**config.mk**
```make
export PLATFORM = sky130hd
export DESIGN_NAME = llbank_top
export DESIGN_NICKNAME = d
export VERILOG_FILES = /design/src/hw/llbank_pkg.sv /design/src/hw/llbank_ram_2p.sv /design/src/hw/llbank_free_map.sv /design/src/hw/llbank_out_select.sv /design/src/hw/llbank_list_ctrl.sv /design/src/hw/llbank_top.sv
export VERILOG_INCLUDE_DIRS = /design/src /design/src/include
export SDC_FILE = /design/constraint.sdc
export NUM_CORES = 2
export LEC_CHECK = 0
export BUFFER_PORTS_ARGS = -buffer_cell sky130_fd_sc_hd__buf_2
export CORE_MARGIN = 5
export CORE_UTILIZATION = 38
export CTS_CLUSTER_SIZE = 8
export DETAILED_ROUTE_END_ITERATION = 7
export GPL_ROUTABILITY_DRIVEN = 0
export GPL_TIMING_DRIVEN = 0
export SLEW_MARGIN = 20
export SYNTH_ARGS = -nofsm -noshare
export SYNTH_HDL_FRONTEND = slang
export SYNTH_SLANG_ARGS = --single-unit
```
**constraint.sdc**
```tcl
create_clock -name clk_i -period 15.65 [get_ports clk_i]
set_input_delay 3.9125 -clock clk_i [delete_from_list [all_inputs] [get_ports clk_i]]
set_output_delay 3.9125 -clock clk_i [all_outputs]
set_load 0.05 [all_outputs]
```
**src/include/llbank_defines.svh**
```systemverilog
/*
  Build-time parameters of the linked-list response queue bank.
  Include this header wherever queue counts, widths or the RAM depth are needed.
*/
`ifndef LLBANK_DEFINES_SVH
`define LLBANK_DEFINES_SVH

// Identifier field width, sits in the low bits of every message
`define LLB_ID_WIDTH 4

// Full message width, identifier included
`define LLB_MSG_WIDTH 32

// Shared RAM entries across all queues, small so that full is easy to reach
`define LLB_CAPACITY 16

// Derived sizes
`define LLB_NUM_IDS (1 << `LLB_ID_WIDTH)
`define LLB_ADDR_WIDTH $clog2(`LLB_CAPACITY)

`endif

```
**src/hw/llbank_pkg.sv**
```systemverilog
/*
  Common types of the response queue bank.
  Import into any module that handles identifiers, payloads or RAM indices.
*/
`include "llbank_defines.svh"

package llbank_pkg;

  // Identifier of a queue
  typedef logic [`LLB_ID_WIDTH-1:0] id_t;

  // Message body without the identifier field
  typedef logic [`LLB_MSG_WIDTH-`LLB_ID_WIDTH-1:0] payload_t;

  // Index into the shared payload and next-pointer RAMs
  typedef logic [`LLB_ADDR_WIDTH-1:0] addr_t;

  // List length, one extra bit so a list spanning the whole RAM fits
  typedef logic [`LLB_ADDR_WIDTH:0] len_t;

  // One bit per queue
  // Release mask, candidate set and grant all use this
  typedef logic [`LLB_NUM_IDS-1:0] id_mask_t;

  // Wire format of a message, identifier in the low bits
  typedef struct packed {
    payload_t payload;
    id_t      id;
  } msg_t;

endpackage

```
**src/hw/llbank_ram_2p.sv**
```systemverilog
/*
  Simple dual-port RAM, one write port and one registered read port.
  Write data shows up on the read port from the next cycle on.
*/
module llbank_ram_2p #(
  parameter int Width = 8,
  parameter int Depth = 16
) (
  input  logic                     clk_i,

  // Write port
  input  logic                     wr_en_i,
  input  logic [$clog2(Depth)-1:0] wr_addr_i,
  input  logic [Width-1:0]         wr_data_i,

  // Read port, data one cycle after the enable
  input  logic                     rd_en_i,
  input  logic [$clog2(Depth)-1:0] rd_addr_i,
  output logic [Width-1:0]         rd_data_o
);

  // Storage array
  logic [Width-1:0] mem_q [Depth];

  always_ff @(posedge clk_i) begin
    if (wr_en_i) begin
      mem_q[wr_addr_i] <= wr_data_i;
    end
  end

  // Read data holds its value while no read is issued
  always_ff @(posedge clk_i) begin
    if (rd_en_i) begin
      rd_data_o <= mem_q[rd_addr_i];
    end
  end

endmodule

```
**src/hw/llbank_free_map.sv**
```systemverilog
/*
  Occupancy tracking for the shared RAM entries.
  Offers the lowest free entry and takes alloc and free strobes from the list controller.
*/
`include "llbank_defines.svh"

module llbank_free_map (
  input  logic              clk_i,
  input  logic              rst_ni,

  // Take the entry on next_free_o
  input  logic              alloc_i,
  // Release the entry on free_addr_i
  input  logic              free_i,
  input  llbank_pkg::addr_t free_addr_i,

  output llbank_pkg::addr_t next_free_o,
  output logic              has_free_o
);

  import llbank_pkg::*;

  // One bit per RAM entry, set while the entry holds a message
  logic [`LLB_CAPACITY-1:0] used_q;
  logic [`LLB_CAPACITY-1:0] used_d;

  // Lowest clear bit, scanned from the top so the smallest index wins
  always_comb begin
    next_free_o = '0;
    for (int i = `LLB_CAPACITY - 1; i >= 0; i--) begin
      if (!used_q[i]) begin
        next_free_o = addr_t'(i);
      end
    end
  end

  assign has_free_o = ~&used_q;

  // Alloc and free never touch the same entry in one cycle
  always_comb begin
    used_d = used_q;
    if (alloc_i) begin
      used_d[next_free_o] = 1'b1;
    end
    if (free_i) begin
      used_d[free_addr_i] = 1'b0;
    end
  end

  always_ff @(posedge clk_i or negedge rst_ni) begin
    if (!rst_ni) begin
      used_q <= '0;
    end else begin
      used_q <= used_d;
    end
  end

endmodule

```
**src/hw/llbank_out_select.sv**
```systemverilog
/*
  Release arbiter of the queue bank, purely combinational.
  Picks the lowest enabled queue with a message and builds the output message.
*/
`include "llbank_defines.svh"

module llbank_out_select (
  input  llbank_pkg::id_mask_t cand_i,
  input  llbank_pkg::id_mask_t release_en_i,
  // Oldest payload per queue, or the incoming payload when the buffer is empty
  input  llbank_pkg::payload_t buf_payload_i [`LLB_NUM_IDS],
  input  logic                 out_ready_i,

  output llbank_pkg::id_mask_t grant_o,
  output logic                 out_valid_o,
  output llbank_pkg::msg_t     out_msg_o
);

  import llbank_pkg::*;

  id_mask_t req;
  id_mask_t sel;
  payload_t sel_payload;
  id_t      sel_id;

  // Queues allowed to leave this cycle
  assign req = cand_i & release_en_i;

  // Isolate the lowest set bit
  assign sel = req & (~req + 1'b1);

  // Valid never depends on ready
  assign out_valid_o = |sel;

  // Grant only while the message is taken downstream
  assign grant_o = sel & {`LLB_NUM_IDS{out_ready_i}};

  // One-hot mux of payload and encoded identifier
  always_comb begin
    sel_payload = '0;
    sel_id      = '0;
    for (int i = 0; i < `LLB_NUM_IDS; i++) begin
      if (sel[i]) begin
        sel_payload = sel_payload | buf_payload_i[i];
        sel_id      = sel_id | id_t'(i);
      end
    end
  end

  assign out_msg_o = '{payload: sel_payload, id: sel_id};

endmodule

```
**src/hw/llbank_list_ctrl.sv**
```systemverilog
/*
  Per-queue linked-list control of the response queue bank.
  Keeps heads, tails, lengths and one-entry output buffers, and drives both RAMs
  and the free map. A popped head is refilled from RAM on the following cycle.
*/
`include "llbank_defines.svh"

module llbank_list_ctrl (
  input  logic                 clk_i,
  input  logic                 rst_ni,

  // Input handshake
  input  logic                 in_valid_i,
  input  llbank_pkg::msg_t     in_msg_i,
  output logic                 in_ready_o,

  // From the arbiter and the output handshake
  input  llbank_pkg::id_mask_t grant_i,
  input  logic                 out_fire_i,

  // Free map
  input  llbank_pkg::addr_t    next_free_i,
  input  logic                 has_free_i,
  output logic                 alloc_o,
  output logic                 free_o,
  output llbank_pkg::addr_t    free_addr_o,

  // To the arbiter
  output llbank_pkg::id_mask_t cand_o,
  output llbank_pkg::payload_t buf_payload_o [`LLB_NUM_IDS],

  // Payload RAM
  output logic                 pay_wr_en_o,
  output llbank_pkg::addr_t    pay_wr_addr_o,
  output llbank_pkg::payload_t pay_wr_data_o,
  output logic                 pay_rd_en_o,
  output llbank_pkg::addr_t    pay_rd_addr_o,
  input  llbank_pkg::payload_t pay_rd_data_i,

  // Next-pointer RAM
  output logic                 nxt_wr_en_o,
  output llbank_pkg::addr_t    nxt_wr_addr_o,
  output llbank_pkg::addr_t    nxt_wr_data_o,
  output logic                 nxt_rd_en_o,
  output llbank_pkg::addr_t    nxt_rd_addr_o,
  input  llbank_pkg::addr_t    nxt_rd_data_i
);

  import llbank_pkg::*;

  localparam int NumIds = `LLB_NUM_IDS;

  // List state per queue
  addr_t    head_q   [NumIds];
  addr_t    head_d   [NumIds];
  addr_t    head_act [NumIds];
  addr_t    tail_q   [NumIds];
  addr_t    tail_d   [NumIds];
  len_t     len_q    [NumIds];
  len_t     len_d    [NumIds];

  // Output buffers hold the oldest message of each queue
  payload_t buf_q    [NumIds];
  payload_t buf_d    [NumIds];
  payload_t buf_act  [NumIds];
  id_mask_t buf_vld_q;
  id_mask_t buf_vld_d;

  // Set for one cycle after a RAM read for that queue
  id_mask_t head_from_ram_q;
  id_mask_t head_from_ram_d;
  id_mask_t buf_from_ram_q;
  id_mask_t buf_from_ram_d;

  // Per-queue actions of this cycle
  id_mask_t push_sel;
  id_mask_t push_ram;
  id_mask_t pop_ram;
  id_mask_t link;

  logic     in_fire;
  id_t      in_id;
  payload_t in_payload;
  addr_t    rd_addr;
  addr_t    link_addr;

  // Accept only while a RAM entry is left
  assign in_ready_o = has_free_i;
  assign in_fire    = in_valid_i && in_ready_o;
  assign in_id      = in_msg_i.id;
  assign in_payload = in_msg_i.payload;

  // RAM data gives the actual head and buffer right after a read
  always_comb begin
    for (int i = 0; i < NumIds; i++) begin
      head_act[i] = head_from_ram_q[i] ? nxt_rd_data_i : head_q[i];
      buf_act[i]  = buf_from_ram_q[i] ? pay_rd_data_i : buf_q[i];
      push_sel[i] = in_fire && (in_id == id_t'(i));
      cand_o[i]   = buf_vld_q[i] || push_sel[i];
      // Empty buffer forwards the incoming payload for pass-through
      buf_payload_o[i] = buf_vld_q[i] ? buf_act[i] : in_payload;
    end
  end

  always_comb begin
    logic pop;
    for (int i = 0; i < NumIds; i++) begin
      pop                = out_fire_i && grant_i[i];
      head_d[i]          = head_act[i];
      tail_d[i]          = tail_q[i];
      buf_d[i]           = buf_act[i];
      buf_vld_d[i]       = buf_vld_q[i];
      head_from_ram_d[i] = 1'b0;
      buf_from_ram_d[i]  = 1'b0;
      push_ram[i]        = 1'b0;
      pop_ram[i]         = 1'b0;
      link[i]            = 1'b0;

      // A popped buffer refills from the list if there is one
      if (pop && buf_vld_q[i]) begin
        if (len_q[i] != '0) begin
          pop_ram[i]         = 1'b1;
          buf_from_ram_d[i]  = 1'b1;
          // No next pointer to follow when the last element leaves
          head_from_ram_d[i] = len_q[i] > len_t'(1);
        end else if (push_sel[i]) begin
          buf_d[i] = in_payload;
        end else begin
          buf_vld_d[i] = 1'b0;
        end
      end

      if (push_sel[i]) begin
        if (!buf_vld_q[i]) begin
          // Fill the empty buffer unless the message passes straight through
          if (!pop) begin
            buf_vld_d[i] = 1'b1;
            buf_d[i]     = in_payload;
          end
        end else if (!(pop && len_q[i] == '0)) begin
          push_ram[i] = 1'b1;
          if (len_q[i] > len_t'(1) || (len_q[i] == len_t'(1) && !pop)) begin
            // Append behind the current tail
            link[i]   = 1'b1;
            tail_d[i] = next_free_i;
          end else begin
            // Start a fresh list when it is empty or drains this cycle
            head_d[i] = next_free_i;
            tail_d[i] = next_free_i;
          end
        end
      end

      len_d[i] = len_q[i] + len_t'(push_ram[i]) - len_t'(pop_ram[i]);
    end
  end

  // One pop and one push at most per cycle make plain one-hot muxes enough
  always_comb begin
    rd_addr   = '0;
    link_addr = '0;
    for (int i = 0; i < NumIds; i++) begin
      if (pop_ram[i]) begin
        rd_addr = rd_addr | head_act[i];
      end
      if (link[i]) begin
        link_addr = link_addr | tail_q[i];
      end
    end
  end

  // Both RAMs are read at the head being popped
  assign pay_wr_en_o   = |push_ram;
  assign pay_wr_addr_o = next_free_i;
  assign pay_wr_data_o = in_payload;
  assign pay_rd_en_o   = |pop_ram;
  assign pay_rd_addr_o = rd_addr;

  assign nxt_wr_en_o   = |link;
  assign nxt_wr_addr_o = link_addr;
  assign nxt_wr_data_o = next_free_i;
  assign nxt_rd_en_o   = |pop_ram;
  assign nxt_rd_addr_o = rd_addr;

  // Free map strobes
  assign alloc_o     = |push_ram;
  assign free_o      = |pop_ram;
  assign free_addr_o = rd_addr;

  always_ff @(posedge clk_i or negedge rst_ni) begin
    if (!rst_ni) begin
      for (int i = 0; i < NumIds; i++) begin
        head_q[i] <= '0;
        tail_q[i] <= '0;
        len_q[i]  <= '0;
      end
      buf_vld_q       <= '0;
      head_from_ram_q <= '0;
      buf_from_ram_q  <= '0;
    end else begin
      for (int i = 0; i < NumIds; i++) begin
        head_q[i] <= head_d[i];
        tail_q[i] <= tail_d[i];
        len_q[i]  <= len_d[i];
      end
      buf_vld_q       <= buf_vld_d;
      head_from_ram_q <= head_from_ram_d;
      buf_from_ram_q  <= buf_from_ram_d;
    end
  end

  // Output buffer payloads
  always_ff @(posedge clk_i) begin
    for (int i = 0; i < NumIds; i++) begin
      buf_q[i] <= buf_d[i];
    end
  end

endmodule

```
**src/hw/llbank_top.sv**
```systemverilog
/*
  Response queue bank, one in-order queue per identifier over shared storage.
  Messages enter and leave through valid/ready handshakes; release_en_i gates each queue.
*/
`include "llbank_defines.svh"

module llbank_top (
  input  logic                 clk_i,
  input  logic                 rst_ni,

  input  llbank_pkg::id_mask_t release_en_i,

  input  logic                 in_valid_i,
  output logic                 in_ready_o,
  input  llbank_pkg::msg_t     in_msg_i,

  output logic                 out_valid_o,
  input  logic                 out_ready_i,
  output llbank_pkg::msg_t     out_msg_o
);

  import llbank_pkg::*;

  // Free map
  logic     alloc;
  logic     free;
  addr_t    free_addr;
  addr_t    next_free;
  logic     has_free;

  // Arbiter
  id_mask_t cand;
  id_mask_t grant;
  payload_t buf_payload [`LLB_NUM_IDS];
  logic     out_fire;

  // RAM ports
  logic     pay_wr_en;
  addr_t    pay_wr_addr;
  payload_t pay_wr_data;
  logic     pay_rd_en;
  addr_t    pay_rd_addr;
  payload_t pay_rd_data;
  logic     nxt_wr_en;
  addr_t    nxt_wr_addr;
  addr_t    nxt_wr_data;
  logic     nxt_rd_en;
  addr_t    nxt_rd_addr;
  addr_t    nxt_rd_data;

  // Output handshake
  assign out_fire = out_valid_o && out_ready_i;

  llbank_list_ctrl u_list_ctrl (
    .clk_i, .rst_ni, .in_valid_i, .in_msg_i, .in_ready_o,
    .grant_i(grant), .out_fire_i(out_fire),
    .next_free_i(next_free), .has_free_i(has_free),
    .alloc_o(alloc), .free_o(free), .free_addr_o(free_addr),
    .cand_o(cand), .buf_payload_o(buf_payload),
    .pay_wr_en_o(pay_wr_en), .pay_wr_addr_o(pay_wr_addr), .pay_wr_data_o(pay_wr_data),
    .pay_rd_en_o(pay_rd_en), .pay_rd_addr_o(pay_rd_addr), .pay_rd_data_i(pay_rd_data),
    .nxt_wr_en_o(nxt_wr_en), .nxt_wr_addr_o(nxt_wr_addr), .nxt_wr_data_o(nxt_wr_data),
    .nxt_rd_en_o(nxt_rd_en), .nxt_rd_addr_o(nxt_rd_addr), .nxt_rd_data_i(nxt_rd_data)
  );

  llbank_free_map u_free_map (
    .clk_i, .rst_ni, .alloc_i(alloc), .free_i(free), .free_addr_i(free_addr),
    .next_free_o(next_free), .has_free_o(has_free)
  );

  llbank_out_select u_out_select (
    .cand_i(cand), .release_en_i, .buf_payload_i(buf_payload), .out_ready_i,
    .grant_o(grant), .out_valid_o, .out_msg_o
  );

  // Message bodies
  llbank_ram_2p #(.Width($bits(payload_t)), .Depth(`LLB_CAPACITY)) u_pay_ram (
    .clk_i, .wr_en_i(pay_wr_en), .wr_addr_i(pay_wr_addr), .wr_data_i(pay_wr_data),
    .rd_en_i(pay_rd_en), .rd_addr_i(pay_rd_addr), .rd_data_o(pay_rd_data)
  );

  // Successor links of the per-queue lists
  llbank_ram_2p #(.Width(`LLB_ADDR_WIDTH), .Depth(`LLB_CAPACITY)) u_nxt_ram (
    .clk_i, .wr_en_i(nxt_wr_en), .wr_addr_i(nxt_wr_addr), .wr_data_i(nxt_wr_data),
    .rd_en_i(nxt_rd_en), .rd_addr_i(nxt_rd_addr), .rd_data_o(nxt_rd_data)
  );

endmodule

```
==> flow_metrics.env <==
export IMPL_status="finished, violations left"
export IMPL_failed_checks="DRC"
export IMPL_synth_cells=6055
export IMPL_setup_viol=0
export IMPL_cap_violations=0
export IMPL_num_rows=148
export IMPL_setup_ws_ps=2180
export IMPL_cts_tree="built"
export IMPL_clk_transition_reported_paths_ps=50
export IMPL_synth_top_cell_area_share=0.263
export IMPL_worstSetupPathType="primary input to output port"
export IMPL_ys_flop_type="edfxtp_1"
export IMPL_stdcell_area_mm2=0.0711
export IMPL_syn_nets=6251
export IMPL_fin_util=0.437
export IMPL_port_buffers=84
export IMPL_root_buffer="clkbuf_16"
export IMPL_period_share=0.861
export IMPL_grt_pass1_wl_um=321000
export IMPL_async_flop_share=0.215
export IMPL_r2r_end="u_pay_ram.rd_data_o[5]"
export IMPL_tns_ps=0
export IMPL_dpl_cell_count=8414
export IMPL_grt_pass1_vias=48481
export IMPL_crit_required_ps=11740
export IMPL_grt_max_degree=93
export IMPL_vdd_drop_max_v=0.000145
export IMPL_yosysTopAreaCell="edfxtp_1"
export IMPL_ant_nets=0
export IMPL_cts_buffer_depth=3
export IMPL_worstPathMaxFanout=10
export IMPL_p_leak_nw=26.1
export IMPL_cts_resized=0
export IMPL_vias=50088
export IMPL_final_nets=6613
export IMPL_fillerInstances=15421
export IMPL_p_total_mw=13.5
export IMPL_antenna_found_initial=16
export IMPL_yosys_warnings=0
export IMPL_startpoint="in_valid_i"
export IMPL_cts_hold_buf=0
export IMPL_setup_worst_path_end_class="output port"
export IMPL_post_cts_setup_buffers=0
export IMPL_drtIter0Drc=5897
export IMPL_dieHeight_um=415
export IMPL_yosysSeqAreaShare=0.516
export IMPL_min_from="u_list_ctrl.tail_q[60]"
export IMPL_post_place_ws_ps=2510
export IMPL_grt_overflow=0
export IMPL_rsz0062_at_grt="no"
export IMPL_powerDensity_mw_per_mm2=189
export IMPL_placed_cell_area_mm2=0.0662
export IMPL_synth_most_common_cell="mux2i_1"
export IMPL_wirelength_um=223000
export IMPL_drive_gt1_frac=0.0917
export IMPL_area_delta_synth_final_pct=14.3
export IMPL_synth_edf_count=544
export IMPL_synthTopCellsByArea="edfxtp_1, mux2i_1, dfxtp_1, dfrtp_1, a21oi_1"
export IMPL_maxClockFrequency_mhz=74.2
export IMPL_syn_avg_cell_area_um2=10.3
export IMPL_grtUsageTotal=0.249
export IMPL_final_setup_skew_ps=50.9
export IMPL_synth_area_mm2=0.0622
export IMPL_startpoint_type="primary input"
export IMPL_synth_common_cells="mux2i_1, nor2_1, edfxtp_1, a21oi_1, nand2_1"
export IMPL_hold_path_depth=2
export IMPL_yosys_register_bits=1264
export IMPL_hold_violations=0
export IMPL_finalNonFillerCells=8660
export IMPL_slew_headroom=0.212
export IMPL_whs_endpoint="u_list_ctrl.tail_q[60]"
export IMPL_r2r_start="u_free_map.used_q[13]"
export IMPL_whs_ps=472
export IMPL_vias_per_cell=5.78
export IMPL_cts_buffers_inserted=176
export IMPL_io_pins=86
export IMPL_dieArea_mm2=0.172
export IMPL_dp_hpwl_um=173000
export IMPL_htree_levels=4
export IMPL_ys_types=96
export IMPL_die_w_um=415
export IMPL_clock_sink_count=1264
export IMPL_dr_pass1_iters=8
export IMPL_critical_path_arrival_ps=9560
export IMPL_min_period_ps=13470
export IMPL_slew_viol_final=0
export IMPL_r2r_slack_ps=8580
export IMPL_worstSkewPairLatency_ps=820
export IMPL_start_util=0.382
export IMPL_core_mm2=0.163
export IMPL_reg2reg_depth=15
export IMPL_drc=1
export IMPL_routedWlPerCell_um=25.8
export IMPL_worst_slew_pin_slew_ps=1170
export IMPL_hold_path_class="flop to flop"
[placed cells by master (no fill, tap or decap), types with 18 or more instances in the layout]
cell / n
nand3_1: 78
a211oi_1: 28
o2111ai_1: 32
nand4_1: 24
dfxtp_1: 448
and2_1: 18
a21oi_1: 511
nand2_1: 490
or4_1: 38
buf_2: 194
mux2i_1: 925
nor2_1: 672
clkbuf_1: 427
buf_4: 52
inv_1: 194
clkbuf_16: 177
xor2_1: 48
ha_1: 128
o22ai_1: 237
nor3_1: 28
o21ai_0: 302
and3_1: 23
mux2_2: 63
dfrtp_1: 272
edfxtp_1: 544
nor4_1: 36
o211ai_1: 112
buf_1: 44
[metal layers]
| metal | routed length (um) | GRT usage | vias to the layer above |
|---|---|---|---|
| met4 | 12500 | 0.126 | 4 |
| met3 | 19300 | 0.0453 | 596 |
| met1 | 92400 | 0.332 | 24262 |
| met5 | 27 | 0 | - |
| li1 | - | - | 22575 |
| met2 | 98900 | 0.389 | 2651 |
[area by class of cell]
class | instances | area (um^2) | share of cell area
Multi-Input combinational cell | 4086 | 27500 | 0.386
Tap cell | 2175 | 2720 | 0.0383
Antenna cell | 9 | 22.5 | 0.000317
Timing Repair Buffer | 184 | 1160 | 0.0163
Sequential cell | 1264 | 32100 | 0.451
Inverter | 200 | 751 | 0.0106
Buffer | 505 | 2030 | 0.0286
Clock inverter | 14 | 233 | 0.00327
Clock buffer | 223 | 4630 | 0.0651
[power by group]
group	total [mW]	switching, mW	internal (mW)	leakage (nW)
logic	5.14	3.44	1.69	11.8
registers	4.83	0.428	4.40	12.0
clock network	3.49	1.44	2.05	2.36
[worst max-delay path, stage by stage]
cell	delay (ps)
buf_2	150
clkbuf_1	610
o41ai_2	320
o31ai_2	920
nor2_1	190
and4_1	260
clkbuf_1	240
nand2_1	420
clkbuf_1	470
clkbuf_1	590
nand2_1	140
nor3_1	510
nand4_1	440
buf_2	360
[sequential cells by signal (all words and copies together), names as in the netlist, 16 cells and up]
name / count
u_free_map.used_q: 16
u_list_ctrl.buf_from_ram_q: 16
u_list_ctrl.buf_q: 448
u_list_ctrl.buf_vld_q: 16
u_list_ctrl.head_from_ram_q: 16
u_list_ctrl.head_q: 64
u_list_ctrl.len_q: 80
u_list_ctrl.tail_q: 64
u_nxt_ram.mem_q: 64
u_pay_ram.mem_q: 448
u_pay_ram.rd_data_o: 28
[worst max-delay path by stage]
| stage | end | slack, ps |
|---|---|---|
| final | out_msg_o[2] | 2180 |
| after global routing | out_msg_o[2] | 2200 |
| after CTS | out_msg_o[2] | 2520 |
| after detailed placement | out_msg_o[2] | 2510 |
| after global placement | u_free_map.used_q[13] | 860 |
| after floorplan | out_msg_o[19] | 4720 |
[logic make-up after synthesis]
group | after synthesis | share of synthesized area
AO/OA/AOI/OAI | 1391 | 0.135
flip-flops | 1264 | 0.516
AND/OR/NAND/NOR | 1515 | 0.107
XOR/XNOR | 48 | 0.00676
multiplexers | 988 | 0.160
adder cells (fa/ha/maj) | 144 | 0.0309
buffers and inverters | 705 | 0.0446
(Power assumes the default switching activity.)
